## config.mk

```make
export PLATFORM = sky130hd
export DESIGN_NAME = lrelu_top
export DESIGN_NICKNAME = d
export VERILOG_FILES = /design/src/common/lrelu_pkg.sv /design/src/lrelu_engine/lrelu_config_fsm.sv /design/src/lrelu_engine/lrelu_datapath.sv /design/src/lrelu_engine/lrelu_dw_converter.sv /design/src/source/lrelu_reg_slice.sv /design/src/source/lrelu_top.sv
export SDC_FILE = /design/constraint.sdc
export NUM_CORES = 2
export LEC_CHECK = 0
export ABC_AREA = 1
export BUFFER_PORTS_ARGS = -buffer_cell sky130_fd_sc_hd__buf_2
export CAP_MARGIN = 0
export CORE_AREA = 2 2 501 503
export DETAILED_ROUTE_END_ITERATION = 8
export DIE_AREA = 0 0 503 505
export GPL_ROUTABILITY_DRIVEN = 0
export PLACE_DENSITY_LB_ADDON = 0.15
export SYNTH_ARGS = -nofsm -noshare
export SYNTH_HDL_FRONTEND = slang
export SYNTH_SLANG_ARGS = --single-unit
```

## constraint.sdc

```tcl
create_clock -name aclk -period 18.6 [get_ports aclk]
set_input_delay 1.86 -clock aclk [delete_from_list [all_inputs] [get_ports aclk]]
set_output_delay 1.86 -clock aclk [all_outputs]
set_load 0.02 [all_outputs]
```

## src/common/lrelu_pkg.sv

```systemverilog
package lrelu_pkg;

    // word widths along the stream
    localparam int ACC_WIDTH   = 32;  // accumulator word at the slave side
    localparam int WORD_WIDTH  = 8;   // requantized output word
    localparam int MULT_WIDTH  = 16;  // signed per-lane multipliers
    localparam int SHIFT_WIDTH = 5;   // rounding right shift amount

    // beats of in-band config that follow every tlast
    localparam int CONFIG_BEATS = 2;

    // field positions inside the member 0 word of a config beat
    // beat 1 carries the positive multiplier and the shift
    // beat 2 carries the negative (leaky) multiplier
    localparam int CFG_MULT_LSB  = 0;
    localparam int CFG_SHIFT_LSB = 16;

    // iteration controller states
    typedef enum logic [2:0] {
        ST_PASS    = 3'd0,  // slave stream feeds the width converter
        ST_BLOCK   = 3'd1,  // wait for the last word of the iteration to drain
        ST_RESET   = 3'd2,  // one enabled cycle that clears the lane config
        ST_WRITE_1 = 3'd3,  // first config beat
        ST_WRITE_2 = 3'd4   // remaining config beats
    } cfg_state_e;

endpackage

```

## src/lrelu_engine/lrelu_config_fsm.sv

```systemverilog
`timescale 1ns/1ps

module lrelu_config_fsm import lrelu_pkg::*; (
    input  logic       aclk,
    input  logic       arst_n,
    input  logic       s_tvalid,
    input  logic       s_tlast,
    input  logic       dw_ready,   // converter can take a wide beat
    input  logic       engine_en,  // slice can accept, pipeline advances
    input  logic       p_valid,    // datapath output side
    input  logic       p_last,
    output logic       s_tready,
    output logic       dw_valid,
    output logic       cfg_valid,
    output logic       cfg_clear,
    output logic       cfg_beat,
    output cfg_state_e state
);

    localparam int CNT_W = (CONFIG_BEATS > 1) ? $clog2(CONFIG_BEATS) : 1;

    cfg_state_e       state_next;
    logic [CNT_W-1:0] cfg_cnt;     // config beats taken so far in this iteration
    logic             handshake;
    logic             last_in;     // tlast accepted from the slave
    logic             last_out;    // final word of the iteration leaves the datapath
    logic             cfg_done;

    assign handshake = s_tvalid && s_tready;
    assign last_in   = handshake && s_tlast && (state == ST_PASS);
    assign last_out  = p_valid && p_last && engine_en;
    assign cfg_done  = handshake && (cfg_cnt == CNT_W'(CONFIG_BEATS - 1));

    always_comb begin
        state_next = state;
        case (state)
            ST_PASS:    if (last_in)   state_next = ST_BLOCK;
            ST_BLOCK:   if (last_out)  state_next = ST_RESET;
            ST_RESET:   if (engine_en) state_next = ST_WRITE_1;  // held until slice frees up
            ST_WRITE_1: if (handshake) state_next = (CONFIG_BEATS > 1) ? ST_WRITE_2 : ST_PASS;
            ST_WRITE_2: if (cfg_done)  state_next = ST_PASS;
            default:                   state_next = ST_PASS;
        endcase
    end

    always_ff @(posedge aclk or negedge arst_n) begin
        if (!arst_n) begin
            state   <= ST_WRITE_1;  // first beats after reset are config
            cfg_cnt <= '0;
        end else begin
            state <= state_next;
            if (cfg_valid) begin
                cfg_cnt <= cfg_done ? '0 : cfg_cnt + CNT_W'(1);
            end
        end
    end

    // route the slave stream by state
    always_comb begin
        case (state)
            ST_PASS:                s_tready = dw_ready;
            ST_WRITE_1, ST_WRITE_2: s_tready = engine_en;
            default:                s_tready = 1'b0;  // block and reset hold the input off
        endcase
    end

    assign dw_valid  = (state == ST_PASS) && s_tvalid;
    assign cfg_valid = (state == ST_WRITE_1 || state == ST_WRITE_2) && handshake;
    assign cfg_clear = (state == ST_RESET) && engine_en;  // single enabled cycle
    assign cfg_beat  = (state == ST_WRITE_2);

    // nothing may enter while the previous iteration drains or config is cleared
    a_no_ready_while_blocked: assert property (
        @(posedge aclk) disable iff (!arst_n)
        (state == ST_BLOCK || state == ST_RESET) |-> !s_tready
    );

    a_state_legal: assert property (
        @(posedge aclk) disable iff (!arst_n)
        state inside {ST_PASS, ST_BLOCK, ST_RESET, ST_WRITE_1, ST_WRITE_2}
    );

endmodule

```

## src/lrelu_engine/lrelu_datapath.sv

```systemverilog
`timescale 1ns/1ps

module lrelu_datapath import lrelu_pkg::*; #(
    parameter int MEMBERS = 4,
    parameter int LANES   = 2
) (
    input  logic                                       aclk,
    input  logic                                       arst_n,
    input  logic                                       en,         // pipeline clock enable
    input  logic                                       cfg_valid,
    input  logic                                       cfg_clear,
    input  logic                                       cfg_beat,   // 0 first beat, 1 second
    input  logic [MEMBERS-1:0][LANES-1:0][ACC_WIDTH-1:0] cfg_data,
    input  logic                                       s_valid,
    input  logic [LANES-1:0][ACC_WIDTH-1:0]            s_data,
    input  logic                                       s_last,
    output logic                                       m_valid,
    output logic [LANES-1:0][WORD_WIDTH-1:0]           m_data,
    output logic                                       m_last
);

    localparam int PROD_WIDTH = ACC_WIDTH + MULT_WIDTH;
    localparam int SAT_MAX    = (1 << (WORD_WIDTH - 1)) - 1;  // 127 for 8 bits
    localparam int SAT_MIN    = -(1 << (WORD_WIDTH - 1));     // -128

    // per-lane config
    logic signed [MULT_WIDTH-1:0]  mult_pos [LANES];
    logic signed [MULT_WIDTH-1:0]  mult_neg [LANES];
    logic        [SHIFT_WIDTH-1:0] shift    [LANES];

    // stage 1 products
    logic signed [PROD_WIDTH-1:0] s1_prod [LANES];
    logic                         s1_valid;
    logic                         s1_last;

    // stage 2 combinational terms
    logic signed [PROD_WIDTH:0]   half    [LANES];  // one extra bit for the round add
    logic signed [PROD_WIDTH:0]   rnd     [LANES];
    logic signed [PROD_WIDTH:0]   shifted [LANES];
    logic        [WORD_WIDTH-1:0] sat     [LANES];

    always_ff @(posedge aclk or negedge arst_n) begin
        if (!arst_n) begin
            for (int i = 0; i < LANES; i++) begin
                mult_pos[i] <= '0;
                mult_neg[i] <= '0;
                shift[i]    <= '0;
            end
        end else if (cfg_clear) begin
            for (int i = 0; i < LANES; i++) begin
                mult_pos[i] <= '0;
                mult_neg[i] <= '0;
                shift[i]    <= '0;
            end
        end else if (cfg_valid) begin
            // lane i is configured by the member 0 word of lane i
            for (int i = 0; i < LANES; i++) begin
                if (!cfg_beat) begin
                    mult_pos[i] <= cfg_data[0][i][CFG_MULT_LSB +: MULT_WIDTH];
                    shift[i]    <= cfg_data[0][i][CFG_SHIFT_LSB +: SHIFT_WIDTH];
                end else begin
                    mult_neg[i] <= cfg_data[0][i][CFG_MULT_LSB +: MULT_WIDTH];
                end
            end
        end
    end

    // valid and last ride with the data
    always_ff @(posedge aclk or negedge arst_n) begin
        if (!arst_n) begin
            s1_valid <= 1'b0;
            s1_last  <= 1'b0;
            m_valid  <= 1'b0;
            m_last   <= 1'b0;
        end else if (en) begin
            s1_valid <= s_valid;
            s1_last  <= s_last && s_valid;
            m_valid  <= s1_valid;
            m_last   <= s1_last;
        end
    end

    // stage 1 sign picks the multiplier
    always_ff @(posedge aclk) begin
        if (en) begin
            for (int i = 0; i < LANES; i++) begin
                s1_prod[i] <= $signed(s_data[i]) *
                              (s_data[i][ACC_WIDTH-1] ? mult_neg[i] : mult_pos[i]);
            end
        end
    end

    // stage 2 round half up, arithmetic shift, clamp
    always_comb begin
        for (int i = 0; i < LANES; i++) begin
            half[i] = '0;
            if (shift[i] != '0) begin
                half[i][shift[i] - SHIFT_WIDTH'(1)] = 1'b1;
            end
            rnd[i]     = s1_prod[i] + half[i];
            shifted[i] = rnd[i] >>> shift[i];
            if (shifted[i] > SAT_MAX) begin
                sat[i] = WORD_WIDTH'(SAT_MAX);
            end else if (shifted[i] < SAT_MIN) begin
                sat[i] = WORD_WIDTH'(SAT_MIN);
            end else begin
                sat[i] = shifted[i][WORD_WIDTH-1:0];
            end
        end
    end

    always_ff @(posedge aclk) begin
        if (en) begin
            for (int i = 0; i < LANES; i++) begin
                m_data[i] <= sat[i];
            end
        end
    end

endmodule

```

## src/lrelu_engine/lrelu_dw_converter.sv

```systemverilog
`timescale 1ns/1ps

module lrelu_dw_converter import lrelu_pkg::*; #(
    parameter int MEMBERS = 4,
    parameter int LANES   = 2
) (
    input  logic                                       aclk,
    input  logic                                       arst_n,
    input  logic                                       s_valid,
    input  logic [MEMBERS-1:0][LANES-1:0][ACC_WIDTH-1:0] s_data,
    input  logic                                       s_last,
    input  logic                                       m_ready,
    output logic                                       s_ready,
    output logic                                       m_valid,
    output logic [LANES-1:0][ACC_WIDTH-1:0]            m_data,
    output logic                                       m_last
);

    localparam int CNT_W = (MEMBERS > 1) ? $clog2(MEMBERS) : 1;

    logic [MEMBERS-1:0][LANES-1:0][ACC_WIDTH-1:0] buf_data;  // held wide beat
    logic                                         buf_last;  // beat carried tlast
    logic [CNT_W-1:0]                             cnt;       // member now on the output
    logic                                         at_last;
    logic                                         load;
    logic                                         shift_out;

    assign at_last   = (cnt == CNT_W'(MEMBERS - 1));
    assign shift_out = m_valid && m_ready;
    // take a new beat when empty or when the final member goes out this cycle
    assign s_ready   = !m_valid || (shift_out && at_last);
    assign load      = s_valid && s_ready;

    always_ff @(posedge aclk or negedge arst_n) begin
        if (!arst_n) begin
            m_valid  <= 1'b0;
            cnt      <= '0;
            buf_last <= 1'b0;
        end else if (load) begin
            m_valid  <= 1'b1;
            cnt      <= '0;  // member 0 goes first
            buf_last <= s_last;
        end else if (shift_out) begin
            if (at_last) begin
                m_valid <= 1'b0;
            end else begin
                cnt <= cnt + CNT_W'(1);
            end
        end
    end

    always_ff @(posedge aclk) begin
        if (load) begin
            buf_data <= s_data;
        end
    end

    assign m_data = buf_data[cnt];
    assign m_last = buf_last && at_last;  // tlast only on the closing member

endmodule

```

## src/source/lrelu_reg_slice.sv

```systemverilog
`timescale 1ns/1ps

module lrelu_reg_slice import lrelu_pkg::*; #(
    parameter int LANES = 2
) (
    input  logic                             aclk,
    input  logic                             arst_n,
    input  logic                             s_valid,
    input  logic [LANES-1:0][WORD_WIDTH-1:0] s_data,
    input  logic                             s_last,
    input  logic                             m_ready,
    output logic                             s_ready,  // doubles as the engine enable
    output logic                             m_valid,
    output logic [LANES-1:0][WORD_WIDTH-1:0] m_data,
    output logic                             m_last
);

    // free when empty or when the held word leaves this cycle
    assign s_ready = !m_valid || m_ready;

    always_ff @(posedge aclk or negedge arst_n) begin
        if (!arst_n) begin
            m_valid <= 1'b0;
        end else if (s_ready) begin
            m_valid <= s_valid;
        end
    end

    always_ff @(posedge aclk) begin
        if (s_ready && s_valid) begin
            m_data <= s_data;
            m_last <= s_last;
        end
    end

    // a stalled word stays put on the master side
    a_hold_on_stall: assert property (
        @(posedge aclk) disable iff (!arst_n)
        (m_valid && !m_ready) |=> (m_valid && $stable(m_data) && $stable(m_last))
    );

endmodule

```

## src/source/lrelu_top.sv

```systemverilog
`timescale 1ns/1ps

module lrelu_top import lrelu_pkg::*; #(
    parameter int MEMBERS = 4,
    parameter int LANES   = 2
) (
    input  logic                                       aclk,
    input  logic                                       arst_n,
    input  logic                                       s_tvalid,
    input  logic [MEMBERS-1:0][LANES-1:0][ACC_WIDTH-1:0] s_tdata,
    input  logic                                       s_tlast,
    input  logic                                       m_tready,
    output logic                                       s_tready,
    output logic                                       m_tvalid,
    output logic [LANES-1:0][WORD_WIDTH-1:0]           m_tdata,
    output logic                                       m_tlast,
    output cfg_state_e                                 debug_state
);

    logic                            dw_valid, dw_ready;
    logic                            cfg_valid, cfg_clear, cfg_beat;
    logic                            e_valid, e_last;   // converter to datapath
    logic [LANES-1:0][ACC_WIDTH-1:0] e_data;
    logic                            p_valid, p_last;   // datapath to slice
    logic [LANES-1:0][WORD_WIDTH-1:0] p_data;
    logic                            engine_en;

    lrelu_config_fsm u_fsm (
        .aclk      (aclk),
        .arst_n    (arst_n),
        .s_tvalid  (s_tvalid),
        .s_tlast   (s_tlast),
        .dw_ready  (dw_ready),
        .engine_en (engine_en),
        .p_valid   (p_valid),
        .p_last    (p_last),
        .s_tready  (s_tready),
        .dw_valid  (dw_valid),
        .cfg_valid (cfg_valid),
        .cfg_clear (cfg_clear),
        .cfg_beat  (cfg_beat),
        .state     (debug_state)
    );

    lrelu_dw_converter #(.MEMBERS(MEMBERS), .LANES(LANES)) u_dw (
        .aclk    (aclk),
        .arst_n  (arst_n),
        .s_valid (dw_valid),
        .s_data  (s_tdata),
        .s_last  (s_tlast),
        .m_ready (engine_en),
        .s_ready (dw_ready),
        .m_valid (e_valid),
        .m_data  (e_data),
        .m_last  (e_last)
    );

    // config beats come straight off the slave bus at full width
    lrelu_datapath #(.MEMBERS(MEMBERS), .LANES(LANES)) u_datapath (
        .aclk      (aclk),
        .arst_n    (arst_n),
        .en        (engine_en),
        .cfg_valid (cfg_valid),
        .cfg_clear (cfg_clear),
        .cfg_beat  (cfg_beat),
        .cfg_data  (s_tdata),
        .s_valid   (e_valid),
        .s_data    (e_data),
        .s_last    (e_last),
        .m_valid   (p_valid),
        .m_data    (p_data),
        .m_last    (p_last)
    );

    lrelu_reg_slice #(.LANES(LANES)) u_slice (
        .aclk    (aclk),
        .arst_n  (arst_n),
        .s_valid (p_valid),
        .s_data  (p_data),
        .s_last  (p_last),
        .m_ready (m_tready),
        .s_ready (engine_en),
        .m_valid (m_tvalid),
        .m_data  (m_tdata),
        .m_last  (m_tlast)
    );

endmodule

```

==> results.cfg <==
[outcome]
status = completed

[sta]
worst_pin_slew_ns = 1.24
slew_violations = 0
finalClockSkew_ns = 0.0752
finalHoldViolCount = 0
fin_crit_sh_pct = 62.3
setup_tns_ns = 0
finalCriticalPeriod_ns = 11.59
setup_viol = 0
fmax_mhz = 86.3
slew_headroom_pct = 17.7
grt_setup_unrepaired = false

[cts]
cts_tree = done
postCtsHoldBufs = 0
cts_made_buffers = 57
clkSinkCount = 472
htree_levels = 2
post-cts-setup-buffers = 0
cts.path.max_buffers = 3
clk_pin_slew_ns = 0.06
insertion_delay_ns = 0.74
clockRootBuffer = clkbuf_16
cts_resized = 0

[synthesis]
async_flop_share_pct = 18.4
synth-edff-count = 385
ys_seq_area_share_pct = 18.5
syn_area_per_cell_um2 = 8.00
synth_warnings = 0
netlist_top_cells_area = fa_1 (33%), edfxtp_1 (16%), nand2_1 (10%), inv_1 (8.6%), nand3_1 (6.5%)
yosys.area.top_type_share_pct = 32.8
synth_top_area_cell = fa_1
ys_types = 55
synth_ff_type = edfxtp_1
ys_seq_elements = 472
syn_area_um2 = 74200
synth_cells = 9278

[worst_setup_path]
reg2reg_from = u_dw.cnt[0]
critical-path-max-stage-delay_ns = 0.84
endpoint_kind = flop
critical_path.startpoint = u_dw.cnt[0]
cp-start-kind = flop
arrival_ns = 12.05
crit_path_top_delay_cell = inv_1
cp_max_fo = 67
crit_type = flop to flop
worstPathRequired_ns = 19.06

[detailed_routing]
firstDrtPassIters = 6
detail-route-antenna-nets = 0
drc = 0
vias_per_cell = 4.82
wl_mm = 272
routedWlPerCell_um = 21.3
drt_iter0_drc = 5026
num_vias = 61600

[global_routing]
antenna_found_initial = 23
grt_max_degree = 111
track_usage_pct = 21.3
grt_first_pass_wirelength_mm = 409
grt_pass1_vias = 63300
grt-ovfl-total = 0

[layout]
layout_commonest_cell = nand2_1
seq_area_um2 = 13800
drive_gt1_share_pct = 9.01
layout_common_cells = nand2_1 (2,039), inv_1 (1,702), fa_1 (1,216), nor2_1 (1,096), nand3_1 (962)
multi_input_area_um2 = 52700
areaGrowthSynthToFinish_pct = 9.77
n_fill_cell = 26600
fin_nets = 11300

[floorplan]
fp.dieW_um = 503
dieArea_um2 = 254000
std_cell_rows = 183
core_region_area_um2 = 248000
ioPinCount = 283
dieHeight_um = 505
start_util_pct = 29.9

[placement]
dpl.hpwl_mm = 225
port_buffers = 282

[hold_path]
hold_path_class = flop to flop
min_from = u_datapath.m_data[11]

[flow_run]
max_cap_violations = 0
==> flip-flops by register name (all words and copies together) (netlist names) <==
| register | cells |
|---|---|
| u_fsm.cfg_cnt | 1 |
| u_dw.buf_data | 256 |
| u_datapath.mult_pos | 32 |
| u_dw.cnt | 2 |
| u_dw.m_valid | 1 |
| u_datapath.s1_last | 1 |
| u_slice.m_last | 1 |
| u_datapath.m_data | 16 |
| u_fsm.state | 3 |
| u_datapath.m_last | 1 |
| u_dw.buf_last | 1 |
| u_slice.m_data | 16 |
| u_datapath.s1_valid | 1 |
| u_datapath.m_valid | 1 |
| u_datapath.shift | 10 |
| u_datapath.s1_prod | 96 |
| u_slice.m_valid | 1 |
| u_datapath.mult_neg | 32 |
==> through the flow <==
step / setup slack, ns / hold slack (ns) / cells / utilization, % / instance area [µm²]
3_3_place_gp: 7.17 / 0.410 / 12700 / 32.0 / 79500
2_1_floorplan: 8.70 / 0.400 / 9279 / - / 74200
4_1_cts: 7.03 / 0.424 / 12800 / 32.8 / 81400
5_1_grt: 6.18 / 0.429 / 12800 / 32.8 / 81400
3_5_place_dp: 7.05 / 0.409 / 12700 / 32.0 / 79500
6_report: 7.01 / 0.419 / 12800 / 32.8 / 81500
==> per-layer routing <==
layer / track usage (%) / part of all wire (%)
met3: 2.73 / 6.0
met2: 32.8 / 44
met4: 4.66 / 2.4
met1: 31.8 / 48
met5: 0 / 0.040
==> cell type report <==
type / count / area share [%]
clock buffers: 60 / 1.76
multi-input cells: 6749 / 64.7
clock inverters: 46 / 0.680
well taps: 3330 / 5.11
diodes: 6 / 0.0184
flip-flops and latches: 472 / 16.9
repair buffers: 398 / 2.80
inverters: 1734 / 8.01
==> synth_stat cells (4+ instances only) <==
cell type and number:
nand2_1 2039, o21bai_1 7, o31ai_1 5, clkinv_1 11, o21a_1 12, fa_1 1216
a32o_1 11, buf_1 38, nor2_2 33, edfxtp_1 385, inv_2 14, a31oi_1 23
nor3_1 17, dfrtp_1 85, buf_2 68, ha_1 371, inv_1 1709, a21oi_1 173
clkbuf_1 215, nand3_1 963, o211ai_1 15, nand3b_1 6, xnor2_1 76, nor2_1 1097
xor2_1 79, nand2_2 39, a32oi_1 53, a21o_1 4, nand3_2 59, o21ai_0 165
o21ai_1 21, nand4_1 50, or2_2 181
==> kinds of logic after synthesis <==
family | synth area share [%]
AND/OR/NAND/NOR | 26.0
buffers and inverters | 10.5
other | 0.00505
XOR/XNOR | 1.83
AO/OA/AOI/OAI | 4.06
adder cells (fa/ha/maj) | 39.1
multiplexers | 0.0135
flip-flops | 18.5
==> path summary, 6_finish.rpt <==
path / end / slack [ns] / cells after the start
worst max-delay path: u_datapath.s1_prod[0][44] / 7.01 / 36
worst min-delay path: u_slice.m_data[11] / 0.42 / 0
worst max register to register: u_datapath.s1_prod[0][44] / 7.01 / 36
worst min register to register: u_slice.m_data[11] / 0.42 / 0
max in group asynchronous: u_datapath.shift[8] / 16.12 / 2
min in group asynchronous: u_datapath.mult_pos[9] / 1.07 / 1
==> critical path: cells and delay by family, from the launching register on <==
family / cells / cell delay (ns)
simple gates: 10 / 2.14
compound gates: 6 / 1.13
buf+inv: 10 / 2.97
fa+ha+maj: 9 / 4.32
xor+xnor: 1 / 0.10
flops: 1 / 0.61
Power is not shown: default switching activity piles up to over one toggle a cycle in this logic, so the estimate is an artifact.
